===== config.mk =====
export PLATFORM = sky130hd
export DESIGN_NAME = memory_controller
export DESIGN_NICKNAME = d
export VERILOG_FILES = /design/src/hw/mem_ctrl_pkg.sv /design/src/hw/bus_arbiter.sv /design/src/hw/memory_controller.sv /design/src/hw/req_slot.sv
export VERILOG_INCLUDE_DIRS = /design/src /design/src/hw
export SDC_FILE = /design/constraint.sdc
export NUM_CORES = 1
export LEC_CHECK = 0
export BUFFER_PORTS_ARGS = -buffer_cell sky130_fd_sc_hd__buf_2
export CAP_MARGIN = 0
export CORE_UTILIZATION = 52
export CTS_BUF_LIST = sky130_fd_sc_hd__clkbuf_4 sky130_fd_sc_hd__clkbuf_8
export DETAILED_ROUTE_END_ITERATION = 10
export PLACE_DENSITY = 0.9
export SETUP_SLACK_MARGIN = 0.5
export SLEW_MARGIN = 20
export SYNTH_ARGS = -nofsm -noshare
export SYNTH_HDL_FRONTEND = slang
export SYNTH_SLANG_ARGS = --single-unit

===== constraint.sdc =====
create_clock -name clk -period 6.25 [get_ports clk]
set_input_delay 0.625 -clock clk [delete_from_list [all_inputs] [get_ports clk]]
set_output_delay 0.625 -clock clk [all_outputs]
set_load 0.05 [all_outputs]

===== src/hw/mem_ctrl_params.svh =====
////////////////////////////////////////////////////////////////////////////
// bus widths and requester count for the shared memory controller
// included by the package and by every RTL file that sizes a port
////////////////////////////////////////////////////////////////////////////
`ifndef MEM_CTRL_PARAMS_SVH
`define MEM_CTRL_PARAMS_SVH

`define MC_ADDR_W  32
`define MC_DATA_W  32
// the data port at index 1 outranks the fetch port at index 0
`define MC_NUM_REQ 2

`endif


===== src/hw/mem_ctrl_pkg.sv =====
////////////////////////////////////////////////////////////////////////////
// shared types for the memory controller RTL
// ports refer to these by scoped name, module bodies import them
////////////////////////////////////////////////////////////////////////////
`include "mem_ctrl_params.svh"

package mem_ctrl_pkg;

    // byte address on every bus
    typedef logic [`MC_ADDR_W-1:0] addr_t;

    // one data word
    typedef logic [`MC_DATA_W-1:0] word_t;

    // one lane enable per byte of a word
    typedef logic [(`MC_DATA_W/8)-1:0] byte_en_t;

    // per requester slot FSM
    // PENDING waits for grant and ACTIVE owns the memory bus
    // RETIRE is the single busy-low cycle
    typedef enum logic [1:0] {
        IDLE    = 2'b00,
        PENDING = 2'b01,
        ACTIVE  = 2'b10,
        RETIRE  = 2'b11
    } slot_state_e;

endpackage


===== src/hw/bus_arbiter.sv =====
////////////////////////////////////////////////////////////////////////////
// fixed priority arbiter between the request slots and the memory bus
// the highest requesting index wins, one access at a time
// memory read data and the done pulse are routed back to the owner
////////////////////////////////////////////////////////////////////////////
`timescale 1ns/1ps
`include "mem_ctrl_params.svh"

module bus_arbiter (
    input  logic                   clk,
    input  logic                   rst_n,
    // slot side
    input  logic [`MC_NUM_REQ-1:0] slot_req,
    input  logic [`MC_NUM_REQ-1:0] slot_ren,
    input  logic [`MC_NUM_REQ-1:0] slot_wen,
    input  mem_ctrl_pkg::addr_t    slot_addr    [`MC_NUM_REQ],
    input  mem_ctrl_pkg::word_t    slot_wdata   [`MC_NUM_REQ],
    input  mem_ctrl_pkg::byte_en_t slot_byte_en [`MC_NUM_REQ],
    output logic [`MC_NUM_REQ-1:0] slot_gnt,
    output logic [`MC_NUM_REQ-1:0] slot_done,
    output mem_ctrl_pkg::word_t    rd_word,
    // memory bus
    output logic                   mem_ren,
    output logic                   mem_wen,
    output mem_ctrl_pkg::addr_t    mem_addr,
    output mem_ctrl_pkg::word_t    mem_wdata,
    output mem_ctrl_pkg::byte_en_t mem_byte_en,
    input  logic                   mem_busy,
    input  mem_ctrl_pkg::word_t    mem_rdata
);
    import mem_ctrl_pkg::*;

    localparam int N     = `MC_NUM_REQ;
    localparam int IDX_W = (N > 1) ? $clog2(N) : 1;

    // owner tracking
    logic             active;
    logic [IDX_W-1:0] owner;
    logic [IDX_W-1:0] pick;
    logic             pick_vld;
    logic             grant_now;
    logic             xfer_done;

    // copy of the owner's access that drives the memory bus
    logic     own_ren;
    logic     own_wen;
    addr_t    own_addr;
    word_t    own_wdata;
    byte_en_t own_byte_en;

    // priority pick
    // later iterations overwrite so the top index wins
    always_comb begin
        pick     = '0;
        pick_vld = 1'b0;
        for (int i = 0; i < N; i++) begin
            if (slot_req[i]) begin
                pick     = IDX_W'(i);
                pick_vld = 1'b1;
            end
        end
    end

    // new owner only while the bus is free
    assign grant_now = !active & pick_vld;

    // first cycle with a request up and memory not busy
    assign xfer_done = (own_ren | own_wen) & ~mem_busy;

    always_ff @(posedge clk or negedge rst_n) begin
        if (!rst_n) begin
            active   <= 1'b0;
            owner    <= '0;
            own_ren  <= 1'b0;
            own_wen  <= 1'b0;
            slot_gnt <= '0;
        end else begin
            // grant is a single cycle pulse
            slot_gnt <= '0;
            if (grant_now) begin
                active   <= 1'b1;
                owner    <= pick;
                own_ren  <= slot_ren[pick];
                own_wen  <= slot_wen[pick];
                slot_gnt <= N'(1) << pick;
            end else if (xfer_done) begin
                // bus free again so the next grant can follow
                active  <= 1'b0;
                own_ren <= 1'b0;
                own_wen <= 1'b0;
            end
        end
    end

    // access payload copied at grant
    always_ff @(posedge clk) begin
        if (grant_now) begin
            own_addr    <= slot_addr[pick];
            own_wdata   <= slot_wdata[pick];
            own_byte_en <= slot_byte_en[pick];
        end
    end

    // done goes to the owning slot only
    always_comb begin
        slot_done = '0;
        if (xfer_done) begin
            slot_done[owner] = 1'b1;
        end
    end

    // read data is valid in the done cycle only
    assign rd_word = mem_rdata;

    assign mem_ren     = own_ren;
    assign mem_wen     = own_wen;
    assign mem_addr    = own_addr;
    assign mem_wdata   = own_wdata;
    assign mem_byte_en = own_byte_en;

    // a grant is one-hot and puts the access on the bus in the same cycle
    a_gnt_onehot: assert property (@(posedge clk) disable iff (!rst_n)
        (slot_gnt != '0) |-> ($onehot(slot_gnt) && (mem_ren || mem_wen)));

    a_no_rd_wr: assert property (@(posedge clk) disable iff (!rst_n)
        !(mem_ren && mem_wen));

    // request held steady through wait states
    a_req_stable: assert property (@(posedge clk) disable iff (!rst_n)
        ((mem_ren || mem_wen) && mem_busy) |=>
            ($stable(mem_ren) && $stable(mem_wen) && $stable(mem_addr) &&
             $stable(mem_wdata) && $stable(mem_byte_en)));

endmodule


===== src/hw/memory_controller.sv =====
////////////////////////////////////////////////////////////////////////////
// memory controller top joining the fetch port and the data port
// onto one external memory bus through per port slots and an arbiter
////////////////////////////////////////////////////////////////////////////
`timescale 1ns/1ps
`include "mem_ctrl_params.svh"

module memory_controller (
    input  logic                   clk,
    input  logic                   rst_n,
    // instruction fetch port
    input  logic                   i_ren,
    input  logic                   i_wen,
    input  mem_ctrl_pkg::addr_t    i_addr,
    input  mem_ctrl_pkg::word_t    i_wdata,
    input  mem_ctrl_pkg::byte_en_t i_byte_en,
    output mem_ctrl_pkg::word_t    i_rdata,
    output logic                   i_busy,
    // data port
    input  logic                   d_ren,
    input  logic                   d_wen,
    input  mem_ctrl_pkg::addr_t    d_addr,
    input  mem_ctrl_pkg::word_t    d_wdata,
    input  mem_ctrl_pkg::byte_en_t d_byte_en,
    output mem_ctrl_pkg::word_t    d_rdata,
    output logic                   d_busy,
    // external memory bus
    output logic                   mem_ren,
    output logic                   mem_wen,
    output mem_ctrl_pkg::addr_t    mem_addr,
    output mem_ctrl_pkg::word_t    mem_wdata,
    output mem_ctrl_pkg::byte_en_t mem_byte_en,
    input  logic                   mem_busy,
    input  mem_ctrl_pkg::word_t    mem_rdata
);
    import mem_ctrl_pkg::*;

    localparam int N         = `MC_NUM_REQ;
    // data sits above fetch in priority
    localparam int INSTR_IDX = 0;
    localparam int DATA_IDX  = 1;

    // requester ports gathered by index
    logic [N-1:0] req_ren;
    logic [N-1:0] req_wen;
    addr_t        req_addr    [N];
    word_t        req_wdata   [N];
    byte_en_t     req_byte_en [N];
    word_t        rsp_rdata   [N];
    logic [N-1:0] rsp_busy;

    // slot to arbiter wires
    logic [N-1:0] slot_req;
    logic [N-1:0] slot_ren;
    logic [N-1:0] slot_wen;
    addr_t        slot_addr    [N];
    word_t        slot_wdata   [N];
    byte_en_t     slot_byte_en [N];
    logic [N-1:0] slot_gnt;
    logic [N-1:0] slot_done;
    word_t        rd_word;

    assign req_ren[INSTR_IDX]     = i_ren;
    assign req_wen[INSTR_IDX]     = i_wen;
    assign req_addr[INSTR_IDX]    = i_addr;
    assign req_wdata[INSTR_IDX]   = i_wdata;
    assign req_byte_en[INSTR_IDX] = i_byte_en;
    assign req_ren[DATA_IDX]      = d_ren;
    assign req_wen[DATA_IDX]      = d_wen;
    assign req_addr[DATA_IDX]     = d_addr;
    assign req_wdata[DATA_IDX]    = d_wdata;
    assign req_byte_en[DATA_IDX]  = d_byte_en;

    assign i_rdata = rsp_rdata[INSTR_IDX];
    assign i_busy  = rsp_busy[INSTR_IDX];
    assign d_rdata = rsp_rdata[DATA_IDX];
    assign d_busy  = rsp_busy[DATA_IDX];

    // one slot per requester
    for (genvar g = 0; g < N; g++) begin : g_slot
        req_slot req_slot_inst (
            .clk          (clk),
            .rst_n        (rst_n),
            .ren          (req_ren[g]),
            .wen          (req_wen[g]),
            .addr         (req_addr[g]),
            .wdata        (req_wdata[g]),
            .byte_en      (req_byte_en[g]),
            .busy         (rsp_busy[g]),
            .rdata        (rsp_rdata[g]),
            .slot_gnt     (slot_gnt[g]),
            .slot_done    (slot_done[g]),
            .rd_word      (rd_word),
            .slot_req     (slot_req[g]),
            .slot_ren     (slot_ren[g]),
            .slot_wen     (slot_wen[g]),
            .slot_addr    (slot_addr[g]),
            .slot_wdata   (slot_wdata[g]),
            .slot_byte_en (slot_byte_en[g])
        );
    end

    bus_arbiter bus_arbiter_inst (
        .clk          (clk),
        .rst_n        (rst_n),
        .slot_req     (slot_req),
        .slot_ren     (slot_ren),
        .slot_wen     (slot_wen),
        .slot_addr    (slot_addr),
        .slot_wdata   (slot_wdata),
        .slot_byte_en (slot_byte_en),
        .slot_gnt     (slot_gnt),
        .slot_done    (slot_done),
        .rd_word      (rd_word),
        .mem_ren      (mem_ren),
        .mem_wen      (mem_wen),
        .mem_addr     (mem_addr),
        .mem_wdata    (mem_wdata),
        .mem_byte_en  (mem_byte_en),
        .mem_busy     (mem_busy),
        .mem_rdata    (mem_rdata)
    );

endmodule


===== src/hw/req_slot.sv =====
////////////////////////////////////////////////////////////////////////////
// request slot for one core port
// captures a level based access, holds it for the arbiter
// and returns read data with a single busy-low cycle
////////////////////////////////////////////////////////////////////////////
`timescale 1ns/1ps
`include "mem_ctrl_params.svh"

module req_slot (
    input  logic                  clk,
    input  logic                  rst_n,
    // requester side
    input  logic                  ren,
    input  logic                  wen,
    input  mem_ctrl_pkg::addr_t   addr,
    input  mem_ctrl_pkg::word_t   wdata,
    input  mem_ctrl_pkg::byte_en_t byte_en,
    output logic                  busy,
    output mem_ctrl_pkg::word_t   rdata,
    // arbiter side
    input  logic                  slot_gnt,
    input  logic                  slot_done,
    input  mem_ctrl_pkg::word_t   rd_word,
    output logic                  slot_req,
    output logic                  slot_ren,
    output logic                  slot_wen,
    output mem_ctrl_pkg::addr_t   slot_addr,
    output mem_ctrl_pkg::word_t   slot_wdata,
    output mem_ctrl_pkg::byte_en_t slot_byte_en
);
    import mem_ctrl_pkg::*;

    slot_state_e state;
    slot_state_e state_nxt;
    logic        req_seen;
    logic        capture;

    // any access level from the requester
    assign req_seen = ren | wen;
    // only an idle slot takes a new access
    assign capture  = (state == IDLE) & req_seen;

    always_comb begin
        state_nxt = state;
        case (state)
            IDLE: begin
                if (req_seen) begin
                    state_nxt = PENDING;
                end
            end
            PENDING: begin
                // grant beats a withdraw in the same cycle
                // zero wait memory can finish in the grant cycle
                if (slot_gnt && slot_done) begin
                    state_nxt = RETIRE;
                end else if (slot_gnt) begin
                    state_nxt = ACTIVE;
                end else if (!req_seen) begin
                    // fetch dropped by an interrupt flush
                    state_nxt = IDLE;
                end
            end
            ACTIVE: begin
                // granted accesses always run to completion
                if (slot_done) begin
                    state_nxt = RETIRE;
                end
            end
            RETIRE: begin
                state_nxt = IDLE;
            end
            default: begin
                state_nxt = IDLE;
            end
        endcase
    end

    always_ff @(posedge clk or negedge rst_n) begin
        if (!rst_n) begin
            state    <= IDLE;
            slot_ren <= 1'b0;
            slot_wen <= 1'b0;
        end else begin
            state <= state_nxt;
            if (capture) begin
                // write wins if both levels are up
                slot_ren <= ren & ~wen;
                slot_wen <= wen;
            end
        end
    end

    // captured access payload
    always_ff @(posedge clk) begin
        if (capture) begin
            slot_addr    <= addr;
            slot_wdata   <= wdata;
            slot_byte_en <= byte_en;
        end
        if (slot_done) begin
            rdata <= rd_word;
        end
    end

    // request follows the live levels so a withdraw is never granted
    assign slot_req = (state == PENDING) & req_seen;

    // busy stays high while idle too
    assign busy = (state != RETIRE);

    // arbiter must only grant a waiting slot
    a_gnt_in_pending: assert property (@(posedge clk) disable iff (!rst_n)
        slot_gnt |-> (state == PENDING));

    // one completion gives exactly one busy-low cycle
    a_busy_low_once: assert property (@(posedge clk) disable iff (!rst_n)
        (!busy) == $past(slot_done));

endmodule


==> load_flow_metrics.sql, run 1 <==
INSERT INTO impl_metrics (metric_group, metric, value, unit) VALUES
('synth', 'ys_dominant_reg_cell', 'edfxtp_1', ''),
('timing', 'finalCritPeriodShare', '52.3', '%'),
('setup_path', 'critPathCaptureType', 'flop', ''),
('floorplan', 'chipHeight', '138', 'µm'),
('pwr', 'pint', '3.99', 'mW'),
('timing', 'setup_total_negative_slack', '0', 'ps'),
('setup_path', 'crit_required', '6410', 'ps'),
('setup_path', 'crit_path_end', 'bus_arbiter_inst.mem_wdata[19]', ''),
('routing', 'drc', '0', ''),
('layout', 'area.sequential', '8400', 'µm²'),
('routing', 'vias', '5809', ''),
('synth', 'syn-mean-instance-area', '17.3', 'µm²'),
('clock_tree', 'clkLatencyLatePin', '540', 'ps'),
('clock_tree', 'cts.repair_timing.setup_buffer_count', '0', ''),
('setup_path', 'crit_chain', 'or3b_4 -> o21ai_4 -> buf_4', ''),
('synth', 'distinct_cell_type_count_after_synthesis', '25', ''),
('pwr', 'power.leakage', '5.07', 'nW'),
('pwr', 'netSwitchingPower', '2.64', 'mW'),
('timing', 'report.final.setup_viol', '0', ''),
('routing', 'first_iter_violations', '318', ''),
('setup_path', 'worstPathArrival', '3430', 'ps'),
('timing', 'final.setup_skew', '16.8', 'ps'),
('layout', 'areaGrowthSynthToFinish', '26.9', '%'),
('min_path', 'holdCritPathClass', 'primary input to flop', ''),
('floorplan', 'num_io_pins', '311', ''),
('clock_tree', 'cts_resized', '0', ''),
('timing', 'timing_hold_violations_final', '0', ''),
('layout', 'drive_gt1_share', '41.9', '%'),
('synth', 'synthesis.area', '9610', 'µm²'),
('setup_path', 'crit-reg2reg-capture', 'bus_arbiter_inst.mem_wdata[19]', ''),
('global_routing', 'grt_antenna_before_repair', '2', ''),
('clock_tree', 'clkTransAtPathRegs', '60', 'ps'),
('placement', 'finalWeightedCongestion', '0.755', ''),
('synth', 'synth_edf_count', '268', ''),
('floorplan', 'start_util', '53.3', '%'),
('routing', 'final_antenna_net_count', '0', ''),
('clock_tree', 'tritoncts.num_buffers', '43', ''),
('setup_path', 'kind_of_start_point_of_the_critical_path', 'flop', ''),
('synth', 'cell_types_with_the_largest_area_share_after_synthesis', 'edfxtp_1 84%, nand2_1 8.4%, dfrtp_1 3.6%', ''),
('timing', 'max_freq', '306', 'MHz'),
('timing', 'finalCriticalPeriod', '3270', 'ps'),
('routing', 'wirelength', '20.4', 'mm'),
('pwr', 'worst_ir_drop_vdd', '422', 'µV'),
('setup_path', 'critPathTopFamily', 'compound AO/OA/AOI/OAI gates', ''),
('timing', 'rsz0062_at_grt', 'no', ''),
('setup_path', 'max_stage_delay', '990', 'ps'),
('clock_tree', 'cts_num_sinks', '282', ''),
('pwr', 'power.combinational.fraction', '33.3', '%'),
('floorplan', 'placementRows', '49', ''),
('setup_path', 'depth_of_the_worst_register_to_register_path', '3', ''),
('pwr', 'p_sw_share', '39.8', '%'),
('synth', 'postSynthRegisterBits', '282', ''),
('setup_path', 'crit_path_max_fanout', '72', ''),
('setup_path', 'cell_with_the_largest_stage_delay_on_the_worst_path', 'o21ai_4', ''),
('floorplan', 'floorplan.die_area', '19000', 'µm²'),
('clock_tree', 'clock_h_tree_levels', '2', ''),
('layout', 'multi_input_comb_area', '1100', 'µm²'),
('flow_run', 'maxCapViolations', '0', ''),
('synth', 'synth_top_area_share', '83.8', '%'),
('timing', 'max_slew_violations', '0', ''),
('routing', 'detail_route.wirelength.met1', '7.19', 'mm'),
('layout', 'fin_nets', '1077', ''),
('routing', 'wl_per_cell', '17.6', 'µm'),
('setup_path', 'worstSetupPathType', 'flop to flop', ''),
('outcome', 'outcome', 'finished, final reports clean', ''),
('clock_tree', 'tritoncts', 'built', ''),
('synth', 'ys_seq_area_share', '87.4', '%'),
('clock_tree', 'clk_path_buf_depth', '3', ''),
('routing', 'wl_met2', '10.5', 'mm'),
('placement', 'port-buffer-count', '310', ''),
('routing', 'top_signal_layer_used', 'met4', '');
==> metrics by stage <==
stage	instance area (µm²)	power [mW]	util, %	cells	hold slack (ps)
6_report	12200	6.63	67.6	1163	259
5_1_grt	12200	6.92	67.6	1161	231
4_1_cts	12200	6.69	67.6	1160	230
3_5_place_dp	11400	5.28	63.2	1085	491
3_3_place_gp	11400	5.20	63.2	1085	486
2_1_floorplan	9620	4.73	-	556	329
==> final cells by class <==
type	instances	share of cell area, %
Antenna cell	3	0.0616
Clock buffer	57	5.82
Tap cell	229	2.35
Sequential cell	282	68.9
Inverter	1	0.0308
Timing Repair Buffer	317	13.2
Multi-Input combinational cell	257	9.02
Clock inverter	17	0.647
==> state kept, by name, indices dropped and copies added, names as in the netlist, named ones only <==
name / flops
g_slot.req_slot_inst.state: 2
g_slot.req_slot_inst.slot_wen: 2
g_slot.req_slot_inst.slot_wdata: 64
bus_arbiter_inst.slot_gnt: 2
g_slot.req_slot_inst.slot_addr: 64
bus_arbiter_inst.mem_addr: 32
bus_arbiter_inst.mem_ren: 1
bus_arbiter_inst.mem_wdata: 32
bus_arbiter_inst.active: 1
g_slot.req_slot_inst.slot_ren: 2
g_slot.req_slot_inst.slot_byte_en: 8
g_slot.req_slot_inst.rdata: 64
bus_arbiter_inst.mem_wen: 1
bus_arbiter_inst.mem_byte_en: 4
bus_arbiter_inst.owner: 1
==> cells by family after synthesis <==
group	synth area share (%)
buf+inv	1.51
flops	87.4
compound gates	1.19
simple gates	9.89
==> placed cells by master, fill, tap and decap left out, types with 2 or more instances in the layout <==
master,synthesis,layout
dfrtp_1,14,14
nor3_4,0,2
a21oi_1,6,6
clkbuf_4,0,12
clkinv_2,0,3
clkinv_1,0,12
a22o_1,2,2
or2_2,2,2
o21ai_0,2,2
buf_4,2,6
edfxtp_1,268,268
nor2_2,2,4
nand2_1,214,214
buf_2,5,310
nor3_1,5,3
nor2b_1,2,2
clkbuf_8,0,45
diode_2,0,3
o22ai_1,2,2
nor2_1,11,9
==> worst min-delay path by stage <==
stage,start,to,slack [ps],cells after the start
2_1_floorplan,rst_n,asynchronous set/reset pin,330,0
3_3_place_gp,g_slot[1].req_slot_inst.slot_wdata[25],bus_arbiter_inst.mem_wdata[25],490,2
3_5_place_dp,g_slot[1].req_slot_inst.slot_byte_en[1],bus_arbiter_inst.mem_byte_en[1],490,2
4_1_cts,d_addr[26],g_slot[1].req_slot_inst.slot_addr[26],230,1
5_1_grt,i_addr[10],g_slot[0].req_slot_inst.slot_addr[10],230,1
6_report,d_addr[26],g_slot[1].req_slot_inst.slot_addr[26],260,1
==> routing by layer <==
metal / up-vias / GRT usage (%)
li1: 2687 / -
met1: 2757 / 24.5
met2: 309 / 33.8
met3: 56 / 6.18
met4: 0 / 10.1
met5: - / 0
==> power by group through the flow <==
stage          registers [mW]  logic [mW]  clock network (mW)
3_3_place_gp             3.03        2.17                   0
4_1_cts                  3.02        2.24                1.43
3_5_place_dp             3.06        2.23                   0
5_1_grt                  3.08        2.35                1.50
6_report                 3.02        2.21                1.40
2_1_floorplan            4.09       0.634                   0
Note: power is estimated with default switching activity, not from simulation.
==> run 2: changes to the inputs <==
--- a/config.mk
+++ b/config.mk
@@ -8,10 +8,10 @@
 export LEC_CHECK = 0
 export BUFFER_PORTS_ARGS = -buffer_cell sky130_fd_sc_hd__buf_2
 export CAP_MARGIN = 0
-export CORE_UTILIZATION = 52
+export CORE_UTILIZATION = 47
 export CTS_BUF_LIST = sky130_fd_sc_hd__clkbuf_4 sky130_fd_sc_hd__clkbuf_8
 export DETAILED_ROUTE_END_ITERATION = 10
-export PLACE_DENSITY = 0.9
+export PLACE_DENSITY = 0.86
 export SETUP_SLACK_MARGIN = 0.5
 export SLEW_MARGIN = 20
 export SYNTH_ARGS = -nofsm -noshare
==> constraint.sdc (replaced) <==
create_clock -name clk -period 2.99 [get_ports clk]
set_input_delay 0.299 -clock clk [delete_from_list [all_inputs] [get_ports clk]]
set_output_delay 0.299 -clock clk [all_outputs]
set_load 0.05 [all_outputs]
==> load_flow_metrics.sql, run 2 (synthesized netlist as in run 1, its figures left out) <==
INSERT INTO impl_metrics (metric_group, metric, value, unit) VALUES
('routing', 'vias', '6617', ''),
('global_routing', 'grt_start_max_net_pins', '70', ''),
('timing', 'final.setup_skew', '38.5', 'ps'),
('flow_run', 'maxCapViolations', '0', ''),
('timing', 'finalCritPeriodShare', '67.2', '%'),
('setup_path', 'crit_required', '3160', 'ps'),
('clock_tree', 'cts-root-buf', 'clkbuf_8', ''),
('setup_path', 'critPathCaptureType', 'flop', ''),
('clock_tree', 'cts.repair_timing.setup_buffer_count', '0', ''),
('clock_tree', 'clkTransAtPathRegs', '60', 'ps'),
('placement', 'port-buffer-count', '310', ''),
('pwr', 'worst_ir_drop_vdd', '562', 'µV'),
('layout', 'layout.cells.most_common', 'buf_2', ''),
('timing', 'setup_total_negative_slack', '0', 'ps'),
('pwr', 'power.combinational.fraction', '34.1', '%'),
('timing', 'worst_hold_margin', '65.0', 'ps'),
('timing', 'timing.max_slew.rel_slack', '45.8', '%'),
('pwr', 'cellPowerDensity', '1030', 'nW/µm²'),
('timing', 'timing_hold_violations_final', '0', ''),
('floorplan', 'chipWidth', '145', 'µm'),
('routing', 'drc', '0', ''),
('setup_path', 'depth_of_the_worst_register_to_register_path', '3', ''),
('routing', 'detail_route.first_pass.iterations', '5', ''),
('layout', 'finish.cell_count_without_fillers', '1377', ''),
('floorplan', 'placeableCoreArea', '19700', 'µm²'),
('layout', 'largest_registers_ranked_by_flip_flop_count', 'g_slot.req_slot_inst.rdata x64, g_slot.req_slot_inst.slot_addr x64, g_slot.req_slot_inst.slot_wdata x64', ''),
('placement', 'hpwlAfterDp', '13.5', 'mm'),
('placement', 'placedCellCount', '1124', ''),
('global_routing', 'grt_pass1_vias', '7095', ''),
('global_routing', 'grt_antenna_before_repair', '4', ''),
('routing', 'drt-vias-per-instance', '4.81', ''),
('pwr', 'netSwitchingPower', '5.75', 'mW'),
('clock_tree', 'clk_path_buf_depth', '3', ''),
('floorplan', 'start_util', '48.7', '%'),
('pwr', 'share_seq_of_total_power', '43.7', '%'),
('placement', 'dp_slack', '1000', 'ps'),
('timing', 'report.final.setup_viol', '0', ''),
('setup_path', 'worst-r2r-setup-slack', '980', 'ps'),
('pwr', 'share_clk_of_total_power', '22.2', '%'),
('setup_path', 'crit_chain', 'or3b_4 -> o21ai_4 -> buf_12', ''),
('layout', 'drive_gt1_share', '36.6', '%'),
('setup_path', 'max_stage_delay', '600', 'ps'),
('timing', 'max_freq', '498', 'MHz'),
('min_path', 'timing.hold.worst_path_depth', '3', ''),
('setup_path', 'crit_path_max_fanout', '53', ''),
('timing', 'rsz0062_at_grt', 'no', ''),
('floorplan', 'chipHeight', '145', 'µm'),
('floorplan', 'num_io_pins', '311', ''),
('pwr', 'pint', '8.80', 'mW'),
('clock_tree', 'tritoncts', 'built', ''),
('outcome', 'outcome', 'finished, final reports clean', ''),
('setup_path', 'cell_with_the_largest_stage_delay_on_the_worst_path', 'or3b_4', ''),
('setup_path', 'worstSetupPathType', 'flop to flop', ''),
('layout', 'areaGrowthSynthToFinish', '46.7', '%'),
('timing', 'finalCriticalPeriod', '2010', 'ps'),
('timing', 'final_critical_path_setup_slack', '982', 'ps'),
('layout', 'mostFrequentLayoutCells', '310 x buf_2, 268 x edfxtp_1, 214 x nand2_1, 171 x dlygate4sd3_1, 48 x clkbuf_8', ''),
('global_routing', 'grt_overflow_total', '0', ''),
('routing', 'wl_per_cell', '18.5', 'µm'),
('timing', 'max_slew_violations', '0', ''),
('routing', 'final_antenna_net_count', '0', ''),
('setup_path', 'kind_of_start_point_of_the_critical_path', 'flop', ''),
('floorplan', 'placementRows', '51', ''),
('timing', 'worstMarginPinSlew', '813', 'ps'),
('min_path', 'holdCritPathClass', 'primary input to flop', ''),
('global_routing', 'grt_pass1_wl', '38.2', 'mm'),
('clock_tree', 'clkLatencyLatePin', '530', 'ps'),
('routing', 'first_iter_violations', '424', ''),
('setup_path', 'worstPathArrival', '2180', 'ps'),
('layout', 'final_core_util', '71.5', '%'),
('setup_path', 'crit-reg2reg-capture', 'bus_arbiter_inst.mem_addr[27]', ''),
('pwr', 'p_sw_share', '39.5', '%'),
('routing', 'wirelength', '25.5', 'mm'),
('placement', 'finalWeightedCongestion', '0.790', ''),
('placement', 'area_after_dpl', '11500', 'µm²'),
('pwr', 'power.leakage', '5.86', 'nW'),
('clock_tree', 'clock_h_tree_levels', '2', ''),
('pwr', 'fin_total_pwr', '14.6', 'mW'),
('min_path', 'hold_path_end', 'bus_arbiter_inst.mem_ren', ''),
('layout', 'fin_nets', '1252', ''),
('clock_tree', 'tritoncts.num_buffers', '45', ''),
('clock_tree', 'cts_num_sinks', '282', ''),
('layout', 'finish.instance_area', '14100', 'µm²'),
('global_routing', 'groute.usage.overall', '24.1', '%'),
('floorplan', 'floorplan.die_area', '21000', 'µm²'),
('min_path', 'start_point_of_the_worst_hold_path', 'mem_busy', '');
[run 2: worst max path at each step]
stage / startpoint / to / slack, ps / cells past startpoint
6_report: flop / bus_arbiter_inst.mem_addr[27] / 980 / 3
2_1_floorplan: bus_arbiter_inst.mem_wen / g_slot[0].req_slot_inst.state[0] / 350 / 4
4_1_cts: flop / bus_arbiter_inst.mem_addr[27] / 980 / 3
3_5_place_dp: flop / bus_arbiter_inst.mem_addr[27] / 1000 / 3
5_1_grt: d_wen / bus_arbiter_inst.mem_addr[10] / 910 / 7
3_3_place_gp: flop / bus_arbiter_inst.mem_addr[27] / 1040 / 3
[run 2: repair_timing]
item                      CTS  global route
resized for setup           0             0
hold endpoints to repair  217             0
hold buffers              171             0
[run 2: critical path: cells and delay by family, from the launching register on]
family	cells	cell delay [ps]
AO/OA/AOI/OAI	1	210
AND/OR/NAND/NOR	1	600
flip-flops	1	500
buffers and inverters	1	300
[run 2: metal layers]
metal  track usage, %  wire length (µm)  vias up
met5                0                 0        -
met2             45.7             14100      316
li1                 -                 -     3043
met3             4.43              1590       69
met4             10.5               903        0
met1             25.8              8910     3189
[run 2: power groups by stage]
stage               logic, mW  clock network [mW]  registers (mW)
floorplan                1.33                   0            8.54
global placement         4.66                   0            6.32
detailed placement       4.74                   0            6.36
CTS                      4.92                3.24            6.30
global route             5.22                3.46            6.45
finish                   4.97                3.23            6.36
[run 2: cell type report]
type                    instances  area [µm²]
diodes                          4        10.0
clock buffers                  66         796
clock inverters                12        83.8
fillers                      1180        5630
inverters                       1        3.75
multi-input cells             257        1100
flip-flops and latches        282        8400
well taps                     265         332
repair buffers                490        3370
==> run 3: changes to the inputs <==
--- a/config.mk
+++ b/config.mk
@@ -6,6 +6,7 @@
 export SDC_FILE = /design/constraint.sdc
 export NUM_CORES = 1
 export LEC_CHECK = 0
+export ABC_AREA = 1
 export BUFFER_PORTS_ARGS = -buffer_cell sky130_fd_sc_hd__buf_2
 export CAP_MARGIN = 0
 export CORE_UTILIZATION = 47
==> constraint.sdc (replaced) <==
create_clock -name clk -period 1.7 [get_ports clk]
set_input_delay 0.17 -clock clk [delete_from_list [all_inputs] [get_ports clk]]
set_output_delay 0.17 -clock clk [all_outputs]
set_load 0.05 [all_outputs]
==> load_flow_metrics.sql, run 3 <==
INSERT INTO impl_metrics (metric_group, metric, value, unit) VALUES
('global_routing', 'grt_pass1_vias', '7764', ''),
('global_routing', 'grt_start_max_net_pins', '40', ''),
('timing', 'worst_hold_margin', '27.9', 'ps'),
('flow_run', 'maxCapViolations', '0', ''),
('synth', 'syn_inst', '596', ''),
('timing', 'report.final.setup_viol', '0', ''),
('placement', 'hpwlAfterDp', '13.4', 'mm'),
('layout', 'mostFrequentLayoutCells', '268 x edfxtp_1, 224 x nand2_1, 174 x buf_2, 173 x dlygate4sd3_1, 146 x buf_6', ''),
('setup_path', 'crit_required', '1940', 'ps'),
('routing', 'drt-vias-per-instance', '4.97', ''),
('pwr', 'cellPowerDensity', '1980', 'nW/µm²'),
('clock_tree', 'cts-root-buf', 'clkbuf_8', ''),
('floorplan', 'num_io_pins', '311', ''),
('global_routing', 'grt_overflow_total', '0', ''),
('timing', 'worstMarginPinSlew', '334', 'ps'),
('setup_path', 'crit_path_max_fanout', '12', ''),
('synth', 'ys_dominant_reg_cell', 'edfxtp_1', ''),
('routing', 'detail_route.first_pass.iterations', '5', ''),
('floorplan', 'placeableCoreArea', '20200', 'µm²'),
('global_routing', 'groute.usage.overall', '28.7', '%'),
('clock_tree', 'clk_path_buf_depth', '3', ''),
('routing', 'first_iter_violations', '434', ''),
('pwr', 'power.leakage', '6.97', 'nW'),
('outcome', 'outcome', 'finished, final reports clean', ''),
('layout', 'layout.cells.most_common', 'edfxtp_1', ''),
('synth', 'distinct_cell_type_count_after_synthesis', '15', ''),
('clock_tree', 'clock_h_tree_levels', '2', ''),
('floorplan', 'start_util', '47.8', '%'),
('synth', 'synthesis.area', '9640', 'µm²'),
('layout', 'largest_registers_ranked_by_flip_flop_count', 'g_slot.req_slot_inst.rdata x64, g_slot.req_slot_inst.slot_addr x64, g_slot.req_slot_inst.slot_wdata x64', ''),
('timing', 'final.setup_skew', '35.8', 'ps'),
('timing', 'timing.max_slew.rel_slack', '77.8', '%'),
('pwr', 'fin_total_pwr', '32.7', 'mW'),
('timing', 'timing_hold_violations_final', '0', ''),
('synth', 'ys_seq_area_share', '87.1', '%'),
('routing', 'vias', '7437', ''),
('layout', 'num-fill-cells', '930', ''),
('synth', 'net_count_after_synthesis', '771', ''),
('routing', 'met3_length', '2.61', 'mm'),
('global_routing', 'grt_pass1_wl', '44.5', 'mm'),
('timing', 'finalCriticalPeriod', '1630', 'ps'),
('min_path', 'holdCritPathClass', 'primary input to flop', ''),
('synth', 'netlist_top_cells_count', '268 x edfxtp_1, 233 x nand2_1, 26 x inv_1, 19 x nor2_1, 14 x dfrtp_1', ''),
('timing', 'setup_total_negative_slack', '0', 'ps'),
('layout', 'fin_nets', '1367', ''),
('timing', 'max_slew_violations', '0', ''),
('routing', 'final_antenna_net_count', '0', ''),
('synth', 'synth_async_sr_flop_share', '4.96', '%'),
('pwr', 'worst_ir_drop_vdd', '1230', 'µV'),
('placement', 'port-buffer-count', '310', ''),
('floorplan', 'floorplan.die_area', '21100', 'µm²'),
('clock_tree', 'clkLatencyLatePin', '550', 'ps'),
('layout', 'drive_gt1_share', '40.2', '%'),
('synth', 'synth_top_area_share', '83.5', '%'),
('routing', 'wirelength', '32.0', 'mm'),
('setup_path', 'worstPathArrival', '1870', 'ps'),
('setup_path', 'critPathCaptureType', 'flop', ''),
('synth', 'synth_edf_count', '268', ''),
('setup_path', 'kind_of_start_point_of_the_critical_path', 'flop', ''),
('floorplan', 'placementRows', '52', ''),
('synth', 'cell_types_with_the_largest_area_share_after_synthesis', 'edfxtp_1 83%, nand2_1 9.1%, dfrtp_1 3.6%', ''),
('clock_tree', 'tritoncts.num_buffers', '43', ''),
('routing', 'wl_per_cell', '21.4', 'µm'),
('layout', 'areaGrowthSynthToFinish', '71.7', '%'),
('synth', 'post-synth-top-count-cell', 'edfxtp_1', ''),
('placement', 'finalWeightedCongestion', '0.806', ''),
('timing', 'rsz0062_at_grt', 'yes', ''),
('synth', 'yosys_warnings', '0', ''),
('clock_tree', 'tritoncts', 'built', ''),
('synth', 'syn-mean-instance-area', '16.2', 'µm²'),
('clock_tree', 'clkTransAtPathRegs', '70', 'ps'),
('floorplan', 'chipWidth', '145', 'µm'),
('routing', 'detail_route.wirelength.met1', '10.9', 'mm'),
('routing', 'drc', '0', ''),
('setup_path', 'worstSetupPathType', 'flop to flop', ''),
('floorplan', 'chipHeight', '145', 'µm'),
('timing', 'max_freq', '613', 'MHz'),
('routing', 'top_signal_layer_used', 'met4', ''),
('synth', 'synth_area_leader_cell', 'edfxtp_1', ''),
('clock_tree', 'cts_num_sinks', '282', ''),
('routing', 'wl_met2', '16.6', 'mm'),
('global_routing', 'grt_antenna_before_repair', '2', ''),
('timing', 'finalCritPeriodShare', '96.0', '%'),
('synth', 'postSynthRegisterBits', '282', '');
[run 3: cells by family after synthesis]
kind of cell	Yosys count	share of synthesized area [%]
buffers and inverters	41	1.84
and+or+nand+nor	262	10.4
DFF	282	87.1
AOI/OAI and AO/OA	11	0.623
[run 3: cell type report]
cell class	instances	area, µm²	area share (%)
flip-flops and latches	282	8400	50.8
clock inverters	20	109	0.658
diodes	2	5.00	0.0302
multi-input cells	273	1190	7.21
clock buffers	57	716	4.33
inverters	27	116	0.703
repair buffers	565	5670	34.2
well taps	270	338	2.04
[run 3: where the power goes]
group	switching [mW]	internal [mW]
logic	8.94	6.39
clock network	2.62	2.89
registers	1.05	10.8
total	12.6	20.1
[run 3: routing by layer]
metal,global-route usage [%],up-vias
li1,-,3291
met1,30.4,3529
met2,51.7,486
met3,7.45,131
met4,16.4,0
met5,0,-
[run 3: final timing paths]
path                                                       start                               end  slack (ps)  cells after the start
setup / recovery                                            flop     bus_arbiter_inst.mem_addr[19]          70                      8
hold / removal                                          mem_busy           bus_arbiter_inst.active          30                      3
setup reg to reg                                            flop     bus_arbiter_inst.mem_addr[19]          70                      8
hold reg to reg            g_slot[1].req_slot_inst.slot_addr[10]     bus_arbiter_inst.mem_addr[10]         510                      2
max in group asynchronous                                  rst_n  g_slot[1].req_slot_inst.state[0]        1310                      2
min in group asynchronous                                  rst_n  g_slot[0].req_slot_inst.slot_ren         110                      2
[run 3: repair_timing]
action | in CTS | in global routing
pin swaps | 6 | 9
hold endpoints to repair | 217 | 0
resized for setup | 313 | 34
gates cloned | 18 | 10
hold buffers | 173 | 0
setup buffers | 28 | 12
endpoints found under the setup margin | 477 | 480
[run 3: metrics by stage]
stage | setup slack (ps) | area (µm²) | cells | util, %
2_1_floorplan | -372 | 9720 | 596 | -
6_report | 68.6 | 16500 | 1496 | 82.0
5_1_grt | -6.98 | 16500 | 1496 | 82.0
3_3_place_gp | 170 | 11800 | 1176 | 58.3
3_5_place_dp | 142 | 11800 | 1176 | 58.3
4_1_cts | 175 | 16100 | 1472 | 79.8
[run 3: worst max-delay path, stage by stage (launching register included)]
cell and delay, ps:
dfrtp_1 420, inv_2 110, nand2_4 70, nor2_4 160, buf_6 140, nand2_8 60, nand2_8 120, buf_12 130
buf_12 140
